[config.mk]
export PLATFORM = sky130hd
export DESIGN_NAME = vram_arbiter
export DESIGN_NICKNAME = d
export VERILOG_FILES = /design/src/hw/vreg_pkg.sv /design/src/hw/vram_arbiter.sv
export SDC_FILE = /design/constraint.sdc
export NUM_CORES = 1
export LEC_CHECK = 0
export ABC_AREA = 1
export BUFFER_PORTS_ARGS = -buffer_cell sky130_fd_sc_hd__buf_2
export CORE_ASPECT_RATIO = 0.5
export CORE_MARGIN = 3
export CORE_UTILIZATION = 20
export CTS_BUF_LIST = sky130_fd_sc_hd__clkbuf_16
export CTS_CLUSTER_DIAMETER = 40
export DETAILED_ROUTE_END_ITERATION = 10
export PLACE_DENSITY = 0.74
export RECOVER_POWER = 50
export REMOVE_ABC_BUFFERS = 1
export SKIP_CTS_REPAIR_TIMING = 1
export SLEW_MARGIN = 20
export SYNTH_ARGS = -nofsm -noshare
export SYNTH_HDL_FRONTEND = slang
export SYNTH_SLANG_ARGS = --single-unit
[constraint.sdc]
create_clock -name clk -period 0.8 [get_ports clk]
set_input_delay 0.24 -clock clk [delete_from_list [all_inputs] [get_ports clk]]
set_output_delay 0.24 -clock clk [all_outputs]
set_load 0.1 [all_outputs]
[src/hw/vreg_pkg.sv]
`default_nettype none

package vreg_pkg;

    // vram geometry
    localparam int VRAM_AW = 10;                    // 1024 words
    localparam int REG_W   = 16;                    // register and vram word width

    // host bus pin levels
    localparam logic CS_ENABLED = 1'b0;             // cs_n low selects the block
    localparam logic RNW_READ   = 1'b1;             // rd_nwr high is a read

    // host register numbers
    localparam logic [3:0] REG_VRAM_ADDR  = 4'h0;   // vram access address
    localparam logic [3:0] REG_VRAM_DATA  = 4'h1;   // vram data port, auto increment
    localparam logic [3:0] REG_VRAM_INCR  = 4'h2;   // added to address per data access
    localparam logic [3:0] REG_FILL_COUNT = 4'h3;   // write starts fill, read gives remaining
    localparam logic [3:0] REG_FILL_ADDR  = 4'h4;   // fill start address
    localparam logic [3:0] REG_FILL_DATA  = 4'h5;   // fill word

endpackage

`default_nettype wire

[src/hw/vram_arbiter.sv]
`default_nettype none
`timescale 1ns/1ps

module vram_arbiter import vreg_pkg::*; (
    input  logic               clk,
    input  logic               reset_i,
    // register block, higher priority
    input  logic               regs_req_i,
    input  logic               regs_we_i,
    input  logic [VRAM_AW-1:0] regs_addr_i,
    input  logic [REG_W-1:0]   regs_wdata_i,
    output logic               regs_grant_o,
    output logic               regs_rvalid_o,     // read data valid a cycle after grant
    output logic [REG_W-1:0]   regs_rdata_o,
    // fill engine, write only
    input  logic               fill_req_i,
    input  logic [VRAM_AW-1:0] fill_addr_i,
    input  logic [REG_W-1:0]   fill_wdata_i,
    output logic               fill_grant_o,
    // memory port
    output logic               mem_en_o,
    output logic               mem_we_o,
    output logic [VRAM_AW-1:0] mem_addr_o,
    output logic [REG_W-1:0]   mem_wdata_o,
    input  logic [REG_W-1:0]   mem_rdata_i
);

    logic regs_rd_q;                              // granted regs read last cycle

    assign regs_grant_o  = regs_req_i;
    assign fill_grant_o  = fill_req_i && !regs_req_i;   // fill waits behind host
    assign mem_en_o      = regs_req_i || fill_req_i;
    assign mem_we_o      = regs_req_i ? regs_we_i : fill_req_i;
    assign mem_addr_o    = regs_req_i ? regs_addr_i : fill_addr_i;
    assign mem_wdata_o   = regs_req_i ? regs_wdata_i : fill_wdata_i;
    assign regs_rvalid_o = regs_rd_q;
    assign regs_rdata_o  = mem_rdata_i;

    always_ff @(posedge clk) begin
        if (reset_i) begin
            regs_rd_q <= 1'b0;
        end else begin
            regs_rd_q <= regs_req_i && !regs_we_i;
        end
    end

    // a fill request held back by the host stays up until granted
    a_fill_held: assert property (@(posedge clk) disable iff (reset_i)
        (fill_req_i && !fill_grant_o) |=> fill_req_i)
        else $error("fill request dropped before grant");

endmodule

`default_nettype wire

### Word-level counts from Yosys, hierarchy flattened

Index checks and enable logic that the tools add are counted.
W data, S select, Z words.

| storage, ports and cells | value |
|---|---|
| register bits | 1 |
| input bits | 73 |
| output and inout bits | 47 |
| logic and storage cells | 9 |

| cells by class | value |
|---|---|
| mux-type cells | 3 |
| reductions and logical operators | 5 |

Operators by type and width:

| kind | number |
|---|---|
| $mux W16 | 1 |
| $mux W10 | 1 |
| $logic_and A1 B1 Y1 | 2 |
| $logic_not A1 Y1 | 2 |
| $logic_or A1 B1 Y1 | 1 |
| $mux W1 | 1 |

### Depth between registers and ports, before layout

| logic depth | value |
|---|---|
| depth in word-level cells | 2 |
| depth in mapped cells | 4 |
| depth with buffers taken out | 3 |

### Least setup slack after synthesis

No wires, ideal clock.

| path | value |
|---|---|
| kind | input -> output |
| start | input regs_req_i |
| end | output mem_addr_o[3] |
| arrival | 1.181 ns |
| path slack | -0.621 ns |
| cell stages on the path | 4 |
| buffers on the path | 1 |
| cells stage by stage | inv_2 -> buf_4 -> nand2_1 -> nand2_1 |

| on the way | value |
|---|---|
| longest elaborated chain between the ends | 1 |

Ends and longest elaborated chain:

| what | RTL line | source |
|---|---|---|
| start, declared | vram_arbiter.sv:8 | `input logic regs_req_i,` |
| $mux W10 | vram_arbiter.sv:34 | `assign mem_addr_o = regs_req_i ? regs_addr_i : fill_addr_i;` |
| end, declared | vram_arbiter.sv:23 | `output logic [VRAM_AW-1:0] mem_addr_o,` |

No other way between the ends.

### Worst setup path in the final report

| path | value |
|---|---|
| start | input regs_req_i |
| end | output mem_en_o |

| on the way | value |
|---|---|
| longest elaborated chain between the ends | 1 |

Ends and longest elaborated chain:

| what | RTL line | source |
|---|---|---|
| $logic_or A1 B1 Y1 | vram_arbiter.sv:32 | `assign mem_en_o = regs_req_i \|\| fill_req_i;` |
| end, declared | vram_arbiter.sv:21 | `output logic mem_en_o,` |

No other way between the ends.

==> results.py <==
metrics = {
    "place": {
        "dp_hpwl_um": 2470,
        "gp_congestion": 0.729,
        "port_buffers": 87,
    },
    "global_route": {
        "grt_pass1_wl_um": 4080,
        "gr-usage-met2_pct": 30.6,
        "gr-usage-met3_pct": 10.9,
        "gr-total-overflow": 0,
        "use_met1_pct": 12.8,
        "grt_pass1_vias": 869,
        "antenna_found_initial": 0,
        "grt_use_total_pct": 15.5,
        "grt.busiest_layer": "met2",
        "grt_max_degree": 28,
    },
    "sta": {
        "fin_crit_ns": 1.15,
        "finalSetupViolations": 30,
        "tightest_slew_ns": 0.128,
        "maxSlewViolCount": 0,
        "fmax_ghz": 0.868,
        "relSlewSlack_pct": 91.5,
        "hold_viol": 0,
        "fin_ws_ns": -0.353,
        "rsz0062_at_grt": "yes",
        "hold_slack_ns": 0.408,
        "min_period_over_period_pct": 144,
    },
    "route": {
        "ant_nets": 0,
        "drtPass1Iterations": 5,
        "drc": 0,
        "vias": 983,
        "post_drt_wl_per_cell_um": 18.9,
        "vias_per_cell": 4.51,
        "drt-initial-drc-count": 46,
        "drt_wl_total_um": 4120,
    },
    "synthesis": {
        "yosysWarningCount": 0,
        "synth.avg_cell_area_um2": 4.72,
        "synth_compound_area_share_pct": 0,
        "synth_top_family_by_area": "simple AND/OR/NAND/NOR gates",
        "synthCells": 110,
        "ys_types": 9,
        "synth_xor_area_share_pct": 0,
        "synth-simple-area-share_pct": 61.2,
        "synth_seq_area_share_pct": 3.86,
        "yosys_register_bits": 1,
        "synth_adder_area_share_pct": 0,
        "synth_area_um2": 519,
        "synthMuxAreaShare_pct": 0,
    },
    "critical_path": {
        "worstSetupStartpoint": "regs_req_i",
        "path_max_fanout": 7,
        "arrival_ns": 0.91,
        "startpoint_type": "primary input",
        "crit_type": "in -> out",
        "end_kind": "output port",
        "worstPathRequired_ns": 0.56,
    },
    "final_layout": {
        "nFillCells": 141,
        "utilization_pct": 72.6,
        "syn_to_final_growth_pct": 228,
        "nets": 258,
        "largest_reg_flops": 1,
        "diodes": 0,
        "drive_above_1_share_pct": 82.0,
    },
    "floorplan": {
        "core_um2": 2340,
        "ios": 120,
        "die_width_um": 78.1,
        "die-area_um2": 3280,
        "initial_utilization_pct": 22.2,
        "rows": 12,
        "die_h_um": 42.0,
    },
    "hold_path": {
        "hold_path_startpoint": "reset_i",
        "hold_depth": 2,
        "hold_class": "in -> reg",
    },
    "power": {
        "p_total_uw": 2050,
        "irDropWorstVdd_mv": 0.493,
        "leakage_uw": 0.000925,
        "power.density_nw_per_um2": 1210,
    },
    "run_status": {
        "violations": "negative setup slack",
        "outcome": "finished, violations left",
    },
    "flow_run": {
        "drv_cap": 0,
    },
    "clock_tree": {
        "path_clk_slew_ns": 0,
    },
}
## path summary, 6_finish.rpt
kind       endpoint  slack (ns)
max        mem_en_o       -0.35
min   regs_rvalid_o        0.41
## cell families after synthesis
family                 count (synthesis)
and+or+nand+nor                       84
buffers and inverters                 25
DFF                                    1
## cells in the mapped netlist, drive strengths merged
master,count,area (µm²)
nand2,82,308
buf,22,170
inv,3,11.3
dfxtp,1,20.0
nor2,1,3.75
or2,1,6.26
## cell type report
class | instances | area, µm² | area share, %
Multi-Input combinational cell | 84 | 531 | 31.2
Timing Repair Buffer | 95 | 1080 | 63.7
Tap cell | 35 | 43.8 | 2.57
Sequential cell | 1 | 20.0 | 1.18
Inverter | 3 | 23.8 | 1.40
## placed cells by master, fill, tap and decap left out, drive strengths merged
master  instances
buf            91
nand2          82
clkbuf          4
inv             2
clkinv          1
or2             1
nor2            1
dfxtp           1
## through the flow
stage | worst slack (ns) | instance area (µm²) | std cells | TNS [ns]
after CTS | -0.429 | 1360 | 214 | -11.47
after floorplan | -0.670 | 349 | 88 | -18.59
after detailed placement | -0.429 | 1360 | 214 | -11.44
after global routing | -0.364 | 1700 | 218 | -10.06
final | -0.353 | 1700 | 218 | -9.57
after global placement | -0.406 | 1360 | 214 | -10.89
## per-layer routing
metal | part of all wire, % | routed length [µm]
met1 | 33 | 1350
met2 | 55 | 2260
met3 | 9.8 | 405
met4 | 1.1 | 47
met5 | 1.2 | 51
## where the power goes
part / switching (µW) / total (µW) / internal, µW
logic: 1270 / 2000 / 731
clock network: 0 / 0 / 0
registers: 1.50 / 54.5 / 53.0
total: 1270 / 2050 / 784
## critical path: stages
cell and delay [ns]:
buf_12 0.12, buf_12 0.13, or2_4 0.24, buf_12 0.17
Note: power is estimated with default switching activity, not from simulation.
