==> src/hw/vreg_pkg.sv <==
`default_nettype none

package vreg_pkg;

    // vram geometry
    localparam int VRAM_AW = 10;                    // 1024 words
    localparam int REG_W   = 16;                    // register and vram word width

    // host bus pin levels
    localparam logic CS_ENABLED = 1'b0;             // cs_n low selects the block
    localparam logic RNW_READ   = 1'b1;             // rd_nwr high is a read

    // host register numbers
    localparam logic [3:0] REG_VRAM_ADDR  = 4'h0;   // vram access address
    localparam logic [3:0] REG_VRAM_DATA  = 4'h1;   // vram data port, auto increment
    localparam logic [3:0] REG_VRAM_INCR  = 4'h2;   // added to address per data access
    localparam logic [3:0] REG_FILL_COUNT = 4'h3;   // write starts fill, read gives remaining
    localparam logic [3:0] REG_FILL_ADDR  = 4'h4;   // fill start address
    localparam logic [3:0] REG_FILL_DATA  = 4'h5;   // fill word

endpackage

`default_nettype wire

==> src/hw/vram_regs.sv <==
`default_nettype none
`timescale 1ns/1ps

module vram_regs import vreg_pkg::*; (
    input  logic               clk,
    input  logic               reset_i,
    input  logic               write_strobe_i,
    input  logic               read_strobe_i,
    input  logic [3:0]         reg_num_i,        // register of the strobe
    input  logic [3:0]         sync_reg_num_i,   // register being read on the bus
    input  logic [REG_W-1:0]   reg_data_i,       // host write word
    output logic [REG_W-1:0]   reg_data_o,       // host read word
    output logic               vram_req_o,
    output logic               vram_we_o,
    output logic [VRAM_AW-1:0] vram_addr_o,
    output logic [REG_W-1:0]   vram_wdata_o,
    input  logic               vram_grant_i,
    input  logic               vram_rvalid_i,
    input  logic [REG_W-1:0]   vram_rdata_i,
    output logic               fill_start_o,
    output logic [VRAM_AW-1:0] fill_addr_o,
    output logic [REG_W-1:0]   fill_data_o,
    output logic [REG_W-1:0]   fill_count_o,
    input  logic [REG_W-1:0]   fill_remaining_i
);

    logic [REG_W-1:0] addr;            // full word kept, low bits reach vram
    logic [REG_W-1:0] incr;
    logic [REG_W-1:0] rd_latch;        // read-ahead word at addr
    logic [REG_W-1:0] fill_addr;
    logic [REG_W-1:0] fill_data;
    logic [REG_W-1:0] fill_count;
    logic             pend;            // request waiting for grant
    logic             pend_we;
    logic [REG_W-1:0] wdata;

    assign vram_req_o   = pend;
    assign vram_we_o    = pend_we;
    assign vram_addr_o  = addr[VRAM_AW-1:0];
    assign vram_wdata_o = wdata;
    assign fill_addr_o  = fill_addr[VRAM_AW-1:0];
    assign fill_data_o  = fill_data;
    assign fill_count_o = fill_count;

    always_comb begin
        case (sync_reg_num_i)
            REG_VRAM_ADDR:  reg_data_o = addr;
            REG_VRAM_DATA:  reg_data_o = rd_latch;
            REG_VRAM_INCR:  reg_data_o = incr;
            REG_FILL_COUNT: reg_data_o = fill_remaining_i;   // live count from fill engine
            REG_FILL_ADDR:  reg_data_o = fill_addr;
            REG_FILL_DATA:  reg_data_o = fill_data;
            default:        reg_data_o = '0;                 // unused registers
        endcase
    end

    always_ff @(posedge clk) begin
        if (reset_i) begin
            addr         <= '0;
            incr         <= '0;
            rd_latch     <= '0;
            fill_addr    <= '0;
            fill_data    <= '0;
            fill_count   <= '0;
            fill_start_o <= 1'b0;
            pend         <= 1'b0;
            pend_we      <= 1'b0;
        end else begin
            fill_start_o <= 1'b0;
            if (vram_grant_i) begin
                pend <= 1'b0;
                if (pend_we) begin
                    addr <= addr + incr;            // step after a data write
                end
            end
            if (vram_rvalid_i) begin
                rd_latch <= vram_rdata_i;
            end
            if (write_strobe_i) begin
                case (reg_num_i)
                    REG_VRAM_ADDR: begin
                        addr    <= reg_data_i;
                        pend    <= 1'b1;            // prefetch new address
                        pend_we <= 1'b0;
                    end
                    REG_VRAM_DATA: begin
                        pend    <= 1'b1;
                        pend_we <= 1'b1;
                    end
                    REG_VRAM_INCR:  incr <= reg_data_i;
                    REG_FILL_COUNT: begin
                        fill_count   <= reg_data_i;
                        fill_start_o <= 1'b1;       // kick fill engine
                    end
                    REG_FILL_ADDR:  fill_addr <= reg_data_i;
                    REG_FILL_DATA:  fill_data <= reg_data_i;
                    default: ;
                endcase
            end
            if (read_strobe_i && (reg_num_i == REG_VRAM_DATA)) begin
                addr    <= addr + incr;             // advance, then read ahead
                pend    <= 1'b1;
                pend_we <= 1'b0;
            end
        end
    end

    always_ff @(posedge clk) begin
        if (write_strobe_i && (reg_num_i == REG_VRAM_DATA)) begin
            wdata <= reg_data_i;
        end
    end

    // priority grant must clear a request before the next host word
    a_no_strobe_pending: assert property (@(posedge clk) disable iff (reset_i)
        pend |-> !(write_strobe_i || read_strobe_i))
        else $error("host strobe while vram request pending");

endmodule

`default_nettype wire

==> config.mk <==
export PLATFORM = sky130hd
export DESIGN_NAME = vram_regs
export DESIGN_NICKNAME = d
export VERILOG_FILES = /design/src/hw/vreg_pkg.sv /design/src/hw/vram_regs.sv
export SDC_FILE = /design/constraint.sdc
export NUM_CORES = 1
export LEC_CHECK = 0
export ABC_AREA = 1
export BUFFER_PORTS_ARGS = -buffer_cell sky130_fd_sc_hd__buf_2
export CORE_MARGIN = 2
export CORE_UTILIZATION = 50
export CTS_BUF_LIST = sky130_fd_sc_hd__clkbuf_8
export DETAILED_ROUTE_END_ITERATION = 7
export GPL_TIMING_DRIVEN = 1
export PLACE_DENSITY = 0.78
export SETUP_SLACK_MARGIN = 0.02
export SYNTH_ARGS = -nofsm -noshare
export SYNTH_HDL_FRONTEND = slang
export SYNTH_SLANG_ARGS = --single-unit
==> constraint.sdc <==
create_clock -name clk -period 6.2 [get_ports clk]
set_clock_uncertainty 0.2 [all_clocks]
set_input_delay 1.86 -clock clk [delete_from_list [all_inputs] [get_ports clk]]
set_output_delay 1.86 -clock clk [all_outputs]
set_load 0.05 [all_outputs]
Yosys cells after proc, flatten, opt, wreduce, memory -nomap -nowiden:

Index checks and enable logic that the tools add are counted.

* input bits: 62
* word-level logic and storage cells: 47
* output and inout port bits: 87
* flip-flop bits (word level): 115

* reduce and logical (&&, ||, !) cells: 13
* mux-type cells: 12
* bitwise logic cells: 1
* add/subtract/negate cells: 1
* equality and inequality tests: 10

Operators by type and width (count)
* $pmux 16 s6: 1
* $mux 16: 5
* $add 16x16->16: 1
* $eq 4x2->1 const B: 4
* $eq 4x3->1 const B: 4
* $reduce_and 2->1: 5
* $eq 4x1->1 const B: 2
* $logic_not 4->1: 2
* $reduce_or 2->1: 3
* $mux 1: 5
* $logic_and 1x1->1: 2
* $pmux 1 s2: 1
* $reduce_bool 2->1: 1
* $not 1->1: 1

Logic depth before layout (Yosys ltp):

* word-level depth: 6
* mapped depth: 12
* mapped depth without buffers: 12

Worst setup path before layout:

OpenSTA, ideal clock, no wires.

* path kind: input to output
* start point: in sync_reg_num_i[0]
* end point: out reg_data_o[12]
* stages on the path: 5
* required time: 4140 ps
* path slack: 818 ps
* path buffers: 2
* data arrival time: 3322 ps
* cell sequence: buf_2 inv_1 nand3_1 clkbuf_1 o2111ai_1

* cells in the longest elaborated chain, start to end: 2
* elaborated cells between the ends (all ways): 7
* those cells by class: eq/ne (5); mux (1); reduce/logical (1)

Ends and longest elaborated chain
* start, declared: RTL line vram_regs.sv:10 `input logic [3:0] sync_reg_num_i,`
* $eq 4x3->1 (tied with other cells): RTL line vram_regs.sv:46 `case (sync_reg_num_i)`
* $pmux 16 s6 (*): RTL line vram_regs.sv:46
* end, declared: RTL line vram_regs.sv:12 `output logic [REG_W-1:0] reg_data_o,`

Every way passes the cells marked *; elsewhere a longest branch is shown, timed or not.

Final worst setup path:

* start point: in sync_reg_num_i[3]
* end point: out reg_data_o[0]

The elaborated chain is that of the path after synthesis.

==> impl_metrics.csv <==
group,metric,value,unit
run_status,status,"completed",
sta,setup_violations,0,
grt,grt_pass1_wl,29.01,mm
power_and_ir_drop,p_leak,0.003260,uW
yosys,ys_types,40,
clocking,clock_latency,0.43,ns
setup_path,path_max_fanout,16,
yosys,yosysWarnings,0,
grt,grt-ovfl-total,0,
yosys,synth-seq-cells,115,
sta,post-route-period-util,90.12,%
clocking,ctsHoldBuffers,0,
yosys,synth_top_area_share,33.86,%
routing,dr.first_iter.drc_count,680,
routing,avgViaCountPerCell,5.800,
clocking,cts_tree,"done",
yosys,synthesis.area,5853,um2
yosys,synth_area_leaders,"dfxtp_1 (34%), o21ai_0 (9.1%), edfxtp_1 (8.2%)",
routing,wl_per_cell,18.07,um
die,fp.dieH,112.2,um
sta,whs,0.2414,ns
clocking,cts_max_level,4,
setup_path,crit_path_start_kind,"primary input",
yosys,ys.flop_type,"dfxtp_1",
routing,ant_nets,0,
placed_design,gp_congestion,1.007,
routing,vias,6038,
sta,hold_viol_final,0,
sta,tightest_slew,1.203,ns
yosys,synth_area_per_cell,7.592,um2
clocking,clk_pin_slew_worst_paths,0.07,ns
sta,slew_violations,0,
yosys,synth_most_common_cell,"o21ai_0",
sta,max_clock_freq,179.0,MHz
setup_path,startpoint,"sync_reg_num_i[3]",
placed_design,io_buffer_count,148,
clocking,clock_path_buffers,2,
layout,multi_input_area,2675,um2
hold_path,hold_class,"flip-flop to flip-flop",
power_and_ir_drop,ir_drop,0.1337,mV
setup_path,endpoint_kind,"output pin",
yosys,synth_area_leader_cell,"dfxtp_1",
routing,dr.pass1.iters,5,
sta,layout_min_cycle_time,5.587,ns
run,maxCapViolations,0,
yosys,synth-edff-count,16,
clocking,cts_setup_buffers,0,
die,die_w,112.2,um
clocking,cts-buffers-inserted,17,
yosys,async_reset_ff_share,0,%
setup_path,timing.rr.start,"addr[0]",
routing,wirelength,18.81,mm
yosys,netlist_instances,771,
sta,relSlewSlack,19.69,%
layout,ff_latch_area,2462,um2
clocking,clock-root-buffer,"clkbuf_8",
layout,fillCellCount,1053,
grt,grt_usage,29.51,%
layout,layout-drive-gt1-share,22.83,%
grt,grt_max_degree,87,
die,dieArea,12590,um2
setup_path,worstPathRequired,4.14,ns
setup_path,path_class,"primary input to output pin",
layout,diodes,0,
die,core_area,11420,um2
setup_path,cp.arrival,3.53,ns
setup_path,ff2ff_path_depth,11,
clocking,cts-resized-gates,0,
routing,drc,0,
die,start_util,51.26,%
grt,grt_pass1_vias,5491,
placed_design,hpwl,13.42,mm
hold_path,hp-start,"fill_count_o[10]",
sta,tns,0,ns
yosys,yosysSeqAreaShare,42.07,%
layout,final_nets,963,
yosys,synth_common_cells,"o21ai_0 (106), dfxtp_1 (99), inv_1 (97)",
hold_path,hold_path_depth,2,
yosys,syn-num-nets,849,
layout,syn2layout_area_growth,18.28,%
die,pin_count,149,
die,core.rowCount,39,
power_and_ir_drop,power_density,250.2,nW/um2
grt,antenna_found_initial,0,
clocking,cts.sinks,115,
sta,rsz0062_at_grt,"no",
sequential cells by signal, indices dropped and copies added (netlist names):
name / flops
rd_latch: 16
vram_we_o: 1
fill_addr: 16
vram_req_o: 1
incr: 16
fill_data_o: 16
fill_count_o: 16
vram_wdata_o: 16
fill_start_o: 1
addr: 16
power by group:
| part | internal (uW) | leakage, uW | switching (uW) | total (uW) |
|---|---|---|---|---|
| sequential | 777 | 0.000950 | 16.6 | 794 |
| combinational | 55.3 | 0.00211 | 150 | 205 |
| clock | 405 | 0.000200 | 328 | 733 |
final timing paths:
path	end	slack, ns
worst max register to register	addr[10]	3.98
worst min-delay path	fill_count_o[10]	0.24
worst max-delay path	reg_data_o[0]	0.61
worst min register to register	fill_count_o[10]	0.24
logic make-up after synthesis:
logic type,after synthesis,synth area share [%]
AOI/OAI and AO/OA,243,23.86
xor gates and xnor gates,7,1.047
adders and majority gates,16,3.549
buffers and inverters,164,12.36
DFF,115,42.07
and+or+nand+nor,226,17.12
routing by layer:
metal  GRT usage, %  vias to the layer above  share of wire, %
met3          8.531                       53                11
met5              0                        -                 0
met2          45.38                      370                45
met4          12.03                        0               3.8
li1               -                     2848                 -
met1          39.19                     2767                40
cell type report:
type	instances	share of cell area [%]
Multi-Input combinational cell	492	38.64
Sequential cell	115	35.57
Timing Repair Buffer	158	11.78
Inverter	101	5.512
Clock buffer	18	3.579
Tap cell	143	2.584
Clock inverter	14	2.331
cells in the final DEF, fill, tap and decap left out, types with 2 or more instances in the layout:
cell | Yosys | routed
and3_1 | 6 | 6
o2111ai_1 | 6 | 6
buf_2 | 15 | 148
a311oi_1 | 6 | 6
nand3_1 | 79 | 79
o211ai_1 | 10 | 10
nand3b_1 | 2 | 2
a21oi_1 | 86 | 86
o21bai_1 | 3 | 3
nor2_2 | 1 | 4
nand2_1 | 65 | 65
edfxtp_1 | 16 | 16
clkinvlp_4 | 0 | 3
clkbuf_8 | 0 | 18
clkinv_1 | 0 | 2
clkinv_2 | 0 | 3
o2111a_1 | 4 | 4
ha_1 | 15 | 15
inv_2 | 3 | 4
buf_4 | 21 | 10
dfxtp_1 | 99 | 99
bufinv_16 | 0 | 3
a41oi_1 | 6 | 6
or2_2 | 3 | 3
o22ai_1 | 6 | 6
nor2_1 | 66 | 63
xor2_1 | 6 | 6
nand2_2 | 2 | 2
inv_1 | 97 | 96
o221ai_1 | 4 | 4
clkinv_4 | 0 | 2
o21ai_0 | 106 | 106
through the flow:
step                      worst slack, ns  cell area [um2]  total power, uW  std cells  utilization, %
final                              0.6125             6923             1732       1041           60.63
after global routing               0.5129             6923             1783       1041           60.63
after CTS                          0.6884             6923             1726       1041           60.63
after detailed placement           0.7061             6514             1009       1009           57.05
after global placement             0.7256             6514             1008       1009           57.05
after floorplan                    0.8179             5853            940.5        771               -
worst max-delay path, cell delays in order:
cell      delay (ns)
buf_2           0.11
nor2_2          0.15
buf_4           0.24
nand3_1         0.39
o22ai_1         0.34
a311oi_1        0.07
nand3_1         0.09
buf_2           0.26
Power figures use the tool's default switching activity.
