[config.mk]
export PLATFORM = sky130hd
export DESIGN_NAME = vram_fill
export DESIGN_NICKNAME = d
export VERILOG_FILES = /design/src/hw/vreg_pkg.sv /design/src/hw/vram_fill.sv
export SDC_FILE = /design/constraint.sdc
export NUM_CORES = 1
export LEC_CHECK = 0
export BUFFER_PORTS_ARGS = -buffer_cell sky130_fd_sc_hd__buf_2
export CORE_ASPECT_RATIO = 0.5
export CORE_UTILIZATION = 49
export CTS_CLUSTER_DIAMETER = 120
export CTS_CLUSTER_SIZE = 10
export DETAILED_ROUTE_END_ITERATION = 10
export GPL_TIMING_DRIVEN = 0
export PLACE_DENSITY = 0.84
export SLEW_MARGIN = 20
export SYNTH_ARGS = -nofsm -noshare
export SYNTH_HDL_FRONTEND = slang
export SYNTH_SLANG_ARGS = --single-unit
export TNS_END_PERCENT = 10
[constraint.sdc]
create_clock -name clk -period 4.35 [get_ports clk]
set_clock_uncertainty 0.15 [all_clocks]
set_input_delay 0.87 -clock clk [delete_from_list [all_inputs] [get_ports clk]]
set_output_delay 0.87 -clock clk [all_outputs]
set_load 0.1 [all_outputs]
[src/hw/vreg_pkg.sv]
`default_nettype none

package vreg_pkg;

    // vram geometry
    localparam int VRAM_AW = 10;                    // 1024 words
    localparam int REG_W   = 16;                    // register and vram word width

    // host bus pin levels
    localparam logic CS_ENABLED = 1'b0;             // cs_n low selects the block
    localparam logic RNW_READ   = 1'b1;             // rd_nwr high is a read

    // host register numbers
    localparam logic [3:0] REG_VRAM_ADDR  = 4'h0;   // vram access address
    localparam logic [3:0] REG_VRAM_DATA  = 4'h1;   // vram data port, auto increment
    localparam logic [3:0] REG_VRAM_INCR  = 4'h2;   // added to address per data access
    localparam logic [3:0] REG_FILL_COUNT = 4'h3;   // write starts fill, read gives remaining
    localparam logic [3:0] REG_FILL_ADDR  = 4'h4;   // fill start address
    localparam logic [3:0] REG_FILL_DATA  = 4'h5;   // fill word

endpackage

`default_nettype wire

[src/hw/vram_fill.sv]
`default_nettype none
`timescale 1ns/1ps

module vram_fill import vreg_pkg::*; (
    input  logic               clk,
    input  logic               reset_i,
    input  logic               fill_start_i,       // load setup and begin
    input  logic [VRAM_AW-1:0] fill_addr_i,
    input  logic [REG_W-1:0]   fill_data_i,
    input  logic [REG_W-1:0]   fill_count_i,
    output logic [REG_W-1:0]   fill_remaining_o,   // words left to write
    output logic               req_o,
    output logic [VRAM_AW-1:0] addr_o,
    output logic [REG_W-1:0]   wdata_o,
    input  logic               grant_i
);

    logic [VRAM_AW-1:0] addr;          // next address, wraps at vram end
    logic [REG_W-1:0]   count;         // down-counter, busy while nonzero
    logic [REG_W-1:0]   data;

    assign req_o            = (count != '0);
    assign addr_o           = addr;
    assign wdata_o          = data;
    assign fill_remaining_o = count;

    always_ff @(posedge clk) begin
        if (reset_i) begin
            addr  <= '0;
            count <= '0;
        end else if (fill_start_i) begin
            addr  <= fill_addr_i;      // restart even when busy
            count <= fill_count_i;
        end else if (grant_i) begin
            addr  <= addr + 1'b1;
            count <= count - 1'b1;
        end
    end

    always_ff @(posedge clk) begin
        if (fill_start_i) begin
            data <= fill_data_i;
        end
    end

    // arbiter must only grant a live request
    a_grant_has_req: assert property (@(posedge clk) disable iff (reset_i)
        grant_i |-> req_o)
        else $error("fill grant without request");

endmodule

`default_nettype wire

; Word level (Yosys, flattened, before mapping)
; Cells that the tools add are included.
[op_classes]
n_reduce_logical = 2
add_sub_neg = 2
muxes = 4
[op_table]
columns = cell, n
row1 = $mux 16, 2
row2 = $mux 10, 2
row3 = $reduce_bool 16->1, 1
row4 = $sub 16x1->16 const B, 1
row5 = $add 10x1->10 const B, 1
row6 = $reduce_bool 2->1, 1
[totals]
elab_cells = 11
reg_bits = 42
inputBits = 46
output_inout_bits = 43

; Longest topological paths before layout
; Gate-level depths: netlist of run 1.
[depth]
depth_word = 3
depth_mapped = 6
depth_no_buf = 6

; Worst setup path after synthesis of run 1
; Ideal clock, no wire load.
[synth_timing]
path_kind = reg-to-output
from = register count[3] (netlist: fill_remaining_o[3])
to = output port req_o
path_buffers = 1
path_stages_with_launch = 5
t_arrival_ns = 2.369
slack_ns = 0.961
t_required_ns = 3.330
cell_sequence = dfxtp_1 -> or4_1 -> buf_2 -> nor4b_1 -> nand2_1
[synth_between]
elab_chain_len = 1
[synth_lines]
columns = element, line_no
row1 = from (decl), vram_fill.sv:19  ; logic [REG_W-1:0] count;
row2 = from (signal assigned), vram_fill.sv:33  ; count <= fill_count_i;
row3 = from (signal assigned), vram_fill.sv:36  ; count <= count - 1'b1;
row4 = $reduce_bool 16->1, vram_fill.sv:22  ; assign req_o = (count != '0);
row5 = to (decl), vram_fill.sv:12  ; output logic req_o,
; No other way between the ends.

; Worst setup path in the final report of run 1
; Ends and elaborated chain as after synthesis.

==> results of run 1 <==
placed cells by master (no fill, tap or decap), drive strengths merged, types with 2 or more instances in the layout:
| cell type | synthesis | layout |
|---|---|---|
| inv | 2 | 2 |
| nor2 | 27 | 27 |
| a211oi | 15 | 15 |
| nand2 | 16 | 16 |
| a21oi | 7 | 7 |
| nor4 | 6 | 6 |
| xnor2 | 14 | 14 |
| or3 | 5 | 5 |
| ha | 2 | 2 |
| nand4 | 5 | 5 |
| dfxtp | 26 | 26 |
| a311oi | 4 | 4 |
| edfxtp | 16 | 16 |
| buf | 3 | 90 |
| xor2 | 5 | 5 |
| o21ai | 3 | 3 |
| or4 | 3 | 3 |
| clkinv | 1 | 3 |
| clkbuf | 9 | 15 |
| nor3 | 5 | 5 |
Yosys cell counts (4+ instances only):
master    instances  share of area
a21oi_1           7          0.019
nor4_2            4          0.027
dfxtp_1          26           0.28
nand2_1          16          0.032
a211oi_1         15          0.060
xnor2_1          14          0.065
edfxtp_1         16           0.26
clkbuf_1          9          0.018
or3_1             4          0.013
nor2_1           27          0.054
xor2_1            5          0.023
nand4_1           5          0.017
nor3_1            5          0.013
a311oi_1          4          0.019
worst min-delay path, cell delays in order, from the launching register on:
cell and delay [ns]:
dfxtp_1 0.34, nand2_1 0.06, o211ai_1 0.07
layer usage:
| layer | part of all wire | up-vias |
|---|---|---|
| met4 | 0.012 | 0 |
| met1 | 0.42 | 811 |
| li1 | - | 856 |
| met2 | 0.47 | 79 |
| met3 | 0.099 | 6 |
| met5 | 0 | - |
per-stage QoR:
step / hold WS [ns] / worst slack, ns / std cells / cell area, sq um
after CTS: 0.3740 / 1.228 / 330 / 2462
after global routing: 0.3986 / 1.075 / 330 / 2462
final: 0.3700 / 1.242 / 330 / 2462
after global placement: 0.3377 / 1.589 / 322 / 2376
after floorplan: 0.7700 / 0.9605 / 184 / 1877
after detailed placement: 0.3610 / 1.562 / 322 / 2376
power by group:
part / internal (mW) / switching, mW
logic: 0.0729 / 0.291
registers: 0.440 / 0.0250
clock network: 0.113 / 0.139
registers in the layout, summed over array words and instances, names as in the netlist:
register,cells
wdata_o,16
fill_remaining_o,16
addr_o,10
how the worst max path moves through the flow:
stage	depth (start not counted)	end	start
global route	5	req_o	fill_remaining_o[3]
global placement	5	req_o	fill_remaining_o[3]
CTS	5	req_o	fill_remaining_o[3]
detailed placement	5	req_o	fill_remaining_o[3]
floorplan	4	req_o	fill_remaining_o[3]
finish	5	req_o	fill_remaining_o[3]
kinds of logic after synthesis:
kind of cell               Yosys count
AOI/OAI and AO/OA                   32
xor gates and xnor gates            19
DFF                                 42
buffers and inverters               15
adders and majority gates            2
and+or+nand+nor                     73
muxes                                1
cell type report:
| class | count | share of cell area |
|---|---|---|
| flip-flops and latches | 42 | 0.4065 |
| multi-input cells | 127 | 0.3293 |
| repair buffers | 87 | 0.1768 |
| clock buffers | 6 | 0.02947 |
| well taps | 51 | 0.02591 |
| plain buffers | 12 | 0.02185 |
| clock inverters | 2 | 0.005589 |
| inverters | 3 | 0.004573 |
==> summary.txt, run 1 <==
Worst setup path
  – Reg2reg end: fill_remaining_o[14]
  – Critical setup path kind: register to output port
  – Crit path max fanout: 10
  – Worst Setup End Kind: output port
  – CP bufs+invs: 2
  – Crit-path cells: or4_1 > buf_2 > nor4b_1 > nand2_1 > buf_2
  – Worst R2R Path Depth: 5
  – Crit path required time: 3.33 ns
  – FF-to-FF Start: fill_remaining_o[3]
  – Worst setup SP type: register
  – Slowest cell on crit path: or4_1
  – Max incr delay on CP: 0.54 ns
  – Top Family by Delay on Critical Path: simple AND/OR/NAND/NOR gates
  – Setup slack, reg-to-reg: 2.31 ns
  – Worst path arrival time: 2.09 ns
  – Most repeated library cell on the critical path: buf_2

Hold path
  – Hold Path Sink: addr_o[9]
  – Min-delay src: addr_o[9]
  – Hold Path Stages: 2
  – Worst Hold Class: register to register

Die
  – Die W: 89.53 microns
  – Ports: 89
  – Core Area: approximately 3500 sq um
  – Die height: 45.76 microns
  – DIE AREA: between 4000 and 5000 sq um
  – Num rows: 15
  – Initial core utilization: 0.5291

Power
  – Total Power: 1.080 mW
  – Static Leak: 1.030 nW
  – PwrDens: 438.8 nW/um^2
  – Peak supply drop: 0.1826 mV

STA
  – RSZ-0062 raised after global routing: no
  – Slew @ Worst Pin: 0.4970 ns
  – Hold Fails Final Rpt: 0
  – Slew Limit Fails: 0
  – Final setup violation count: 0
  – Final setup TNS: 0 ns
  – FMAX: 0.3218 GHz
  – Final period utilization: 0.7145
  – Worst slew margin: 0.6687
  – Post-layout min period: just over 3 ns

Clock tree
  – Clk root buf: clkbuf_8
  – Clock tree buffer depth: 2
  – Clock latency on the worst-skew pair: 0.30 ns
  – Setup Fix Bufs, Post-CTS: 0
  – Num Clock Sinks: 42
  – H-tree depth: 2
  – Hold buffers post-CTS: 0
  – Num CTS Buffers: 5
  – Clock transition at path regs: 0.08 ns
  – CTS tree: built
  – Resize count post-CTS: 0

Yosys
  – Ys async rst share: 0
  – Flop and latch count out of synthesis: 42
  – Post-synthesis simple-gate area fraction: 0.2080
  – Syn nets: between 200 and 250
  – Netlist Area Pre-Place: 1877 sq um
  – Main combinational cell family by area after synthesis: simple AND/OR/NAND/NOR gates
  – Ys Warns: 0
  – Post-synthesis adder-cell area fraction: 0.01333
  – Seq/Total Area, Yosys: 0.5333
  – Post-synth EDFFs: 16
  – Post-synthesis cell type count: 36
  – Gate Count Post-Synth: 184
  – Multiplexer share of the synthesized area: 0.005333
  – XOR/XNOR Fraction of Synth Area: 0.08867
  – Primary FF master, synth: dfxtp_1
  – Compound-gate portion of the synthesized area: 0.1167
  – Synthesized area per cell: 10.20 sq um

Routing
  – Wire length per cell: 14.07 microns
  – DRC errors left: 0
  – Routed Antenna Nets: 0
  – Vias per std cell: 5.309
  – DR iter-0 viols: 69
  – TritonRoute pass-1 iters: 4
  – Via count: 1752
  – DRT Wirelength: 4644 microns

Global route
  – GR Util met1: 0.2983
  – Met3 GRT Util: 0.09420
  – Initial antenna violation count: 0
  – First-pass GRT wire length: 7044 microns
  – Total track usage: 0.2395
  – Pin count of the biggest net entering global routing: 19
  – Global route hottest layer: met2
  – GRT overflow: 0
  – Met2 Track Usage GR: 0.3939
  – Vias in the first global route: roughly 1500

Place
  – DP HPWL: between 3000 and 4000 microns
  – GPL Wtd Cong: 0.8343
  – Port-buffer cells: 87

Status
  – Outcome: finished clean

Layout
  – FF+latch area: 1001 sq um
  – Layout area overhead: 31.20%
  – Nets: 326
  – Fillers: 278
  – Util after Layout: 0.6942
  – ANT cells: 0
  – Footprint of the multi-input gates: 810.8 sq um
  – Fraction of layout cells with a size suffix above 1: 0.3728

Run
  – Max Cap Viol: 0
No activity file was read; power rests on OpenSTA's default activity.
==> inputs of run 2 (changes only) <==
Settings changed: ABC_AREA set to 1, CORE_UTILIZATION 49 to 43, PLACE_DENSITY 0.84 to 0.76.
Clock period 4.35 ns to 2.7 ns, I/O delays scaled along.
==> run 2 against run 1 <==
Final cell count grew 27%. Register-to-register slack lost 1.3 ns. Highest routed layer unchanged. Largest cell class unchanged. Power grew 73%. Critical endpoint unchanged.
==> summary.txt, run 2 <==
Status
  – Outcome: finished clean

Worst setup path
  – Critical setup path kind: register to output port
  – Stages on worst setup path: 8 (+3)
  – Worst path arrival time: 1.84 ns (-0.25 ns)
  – Slowest cell on crit path: dfxtp_4
  – Worst R2R Path Depth: 11 (+6)
  – Worst setup SP type: register
  – Max incr delay on CP: 0.36 ns (-0.18 ns)
  – Crit path required time: 2.01 ns (-1.32 ns)
  – Top Family by Delay on Critical Path: simple AND/OR/NAND/NOR gates
  – Worst Setup End Kind: output port
  – Crit path max fanout: 5 (-5)
  – CP bufs+invs: 3 (+1)
  – Crit-path cells: inv_4 > ha_4 > inv_1 > nor2_1 > nand3_1 > nor2_2 > nand4_1 > buf_2

Global route
  – Total track usage: 0.2152 (-0.02438)
  – GRT overflow: 0 (unchanged)
  – First-pass GRT wire length: 8376 microns (+19%)
  – Pin count of the biggest net entering global routing: 18 (-1)
  – Initial antenna violation count: 0 (unchanged)
  – Vias in the first global route: 1851 (+23%)

Layout
  – Util after Layout: 0.6065 (-0.08772)
  – Final cell count without fillers: 420 (+27%)
  – Layout area overhead: 31.89%
  – ANT cells: 0 (unchanged)
  – Nets: 401 (+23%)
  – Design area: 2748 sq um (+12%)
  – Most common cell after layout, fill and taps aside: buf_2
  – Commonest cells after routing, fill and taps aside: 90 x buf_2, 58 x nand2_1, 28 x inv_1
  – Fraction of layout cells with a size suffix above 1: 0.3503 (-0.02248)

Power
  – PwrDens: 681.5 nW/um^2 (+55%)
  – Static Leak: 1.314 nW (+28%)
  – Peak supply drop: 0.3280 mV (+80%)
  – Total Power: 1.872 mW (+73%)

STA
  – Final period utilization: 0.9366
  – FMAX: 0.3955 GHz
  – PnR worst setup slack: 0.1712 ns (-1.071 ns)
  – Slew Limit Fails: 0 (unchanged)
  – Hold_ws: 0.2589 ns (-0.1110 ns)
  – Post-layout min period: about 2.5 ns
  – RSZ-0062 raised after global routing: no
  – Final setup TNS: 0 ns (unchanged)
  – Hold Fails Final Rpt: 0 (unchanged)
  – Slew @ Worst Pin: 0.5250 ns (+0.02807 ns)
  – Final setup violation count: 0 (unchanged)
  – Worst slew margin: 0.6500 (-0.01871)

Clock tree
  – Clock tree buffer depth: 2 (unchanged)
  – Setup Fix Bufs, Post-CTS: 0 (unchanged)
  – CTS tree: built
  – Hold buffers post-CTS: 0 (unchanged)
  – Clock latency on the worst-skew pair: 0.30 ns (about the same)
  – Num CTS Buffers: 5 (unchanged)
  – Clk root buf: clkbuf_8
  – Num Clock Sinks: 42 (unchanged)
  – Clock transition at path regs: 0.09 ns (about the same)
  – H-tree depth: 2 (unchanged)
  – Resize count post-CTS: 0 (unchanged)

Die
  – Initial core utilization: 0.4598 (-0.06928)
  – Die height: 51.22 microns (+12%)
  – Ports: 89 (unchanged)
  – Die W: 100.4 microns (+12%)
  – Core Area: 4531 sq um (+28%)
  – DIE AREA: 5144 sq um (+26%)
  – Num rows: 17 (+2)

Routing
  – DRT Wirelength: 5362 microns (+15%)
  – Vias per std cell: 4.917 (-7.4%)
  – Via count: 2065 (+18%)
  – DR iter-0 viols: 55 (-20%)
  – TritonRoute pass-1 iters: 4 (unchanged)
  – DRC errors left: 0 (unchanged)
  – Wire length per cell: 12.77 microns (-9.3%)
  – Routed Antenna Nets: 0 (unchanged)

Yosys
  – Post-synthesis cell type count: 29 (-19%)
  – Top post-synthesis cells by area: dfxtp_1 25%, edfxtp_1 23%, nand2_1 10%, nand3_1 5.5%, inv_1 5.4%
  – Primary FF master, synth: dfxtp_1
  – Synth cell count leaders: 58 x nand2_1, 30 x inv_1, 26 x dfxtp_1
  – Ys async rst share: 0 (unchanged)
  – Syn nets: 307 (+32%)
  – Post-synth top area cell: dfxtp_1
  – Gate Count Post-Synth: 259 (+41%)
  – Post-synth EDFFs: 16 (unchanged)
  – Top-area cell type share of the netlist area: 0.2498 (-0.02748)
  – Ys Warns: 0 (unchanged)
  – Netlist Area Pre-Place: 2083 sq um (+11%)
  – Synthesized area per cell: 8.043 sq um (-21%)
  – Flop and latch count out of synthesis: 42 (unchanged)
  – Most frequent cell after synthesis: nand2_1
  – Seq/Total Area, Yosys: 0.4805 (-0.05285)

Place
  – Cell Area, Placed: 2635 sq um (+11%)
  – GPL Wtd Cong: 0.8179 (-2.0%)
  – Port-buffer cells: 87 (unchanged)
  – Place WS: 0.5205 ns (-1.042 ns)
  – Placed cells: 412 (+28%)
  – DP HPWL: 4034 microns (+17%)

Run
  – Max Cap Viol: 0 (unchanged)

Hold path
  – Worst Hold Class: input port to register
  – Hold Path Stages: 1 (-1)
-- run 2: final cells by class --
type	instances	area, sq um
repair buffers	87	435.4
plain buffers	8	45.04
multi-input cells	176	923.4
flip-flops and latches	42	1017
clock inverters	3	43.79
fillers	428	1783
clock buffers	5	68.82
well taps	66	82.58
inverters	33	131.4
-- run 2: kinds of logic after synthesis --
| family | after synthesis | synth area share |
|---|---|---|
| AOI/OAI and AO/OA | 47 | 0.1321 |
| xor gates and xnor gates | 9 | 0.03784 |
| adders and majority gates | 2 | 0.01201 |
| buffers and inverters | 41 | 0.08228 |
| DFF | 42 | 0.4805 |
| and+or+nand+nor | 118 | 0.2553 |
-- run 2: worst register-to-register path, stage by stage, from the launching register on --
cell and delay [ns]:
dfxtp_4 0.36, inv_4 0.07, ha_4 0.13, inv_1 0.03, nor2_1 0.14, nand3_1 0.19
nor2_2 0.22, nand2_1 0.07, nand2_1 0.06, nand3_1 0.06, nand2_1 0.05, inv_1 0.04
-- run 2: power breakdown --
| part | leakage [nW] | switching [mW] | internal [mW] | total [mW] |
|---|---|---|---|---|
| registers | 0.375 | 0.0391 | 0.707 | 0.746 |
| clock network | 0.0585 | 0.229 | 0.277 | 0.507 |
| logic | 0.880 | 0.497 | 0.123 | 0.620 |
| total | 1.31 | 0.765 | 1.11 | 1.87 |
-- run 2: path summary, 6_finish.rpt --
kind | start | endpoint | slack, ns
setup / recovery | fill_remaining_o[0] | req_o | 0.17
hold / removal | fill_data_i[4] | wdata_o[4] | 0.26
setup reg to reg | fill_remaining_o[0] | fill_remaining_o[12] | 1.04
hold reg to reg | fill_remaining_o[4] | fill_remaining_o[4] | 0.37
-- run 2: per-layer routing --
| metal | GRT usage | part of all wire |
|---|---|---|
| met5 | 0 | 0 |
| met4 | 0.06039 | 0.0082 |
| met3 | 0.06156 | 0.095 |
| met2 | 0.3858 | 0.49 |
| met1 | 0.2547 | 0.41 |
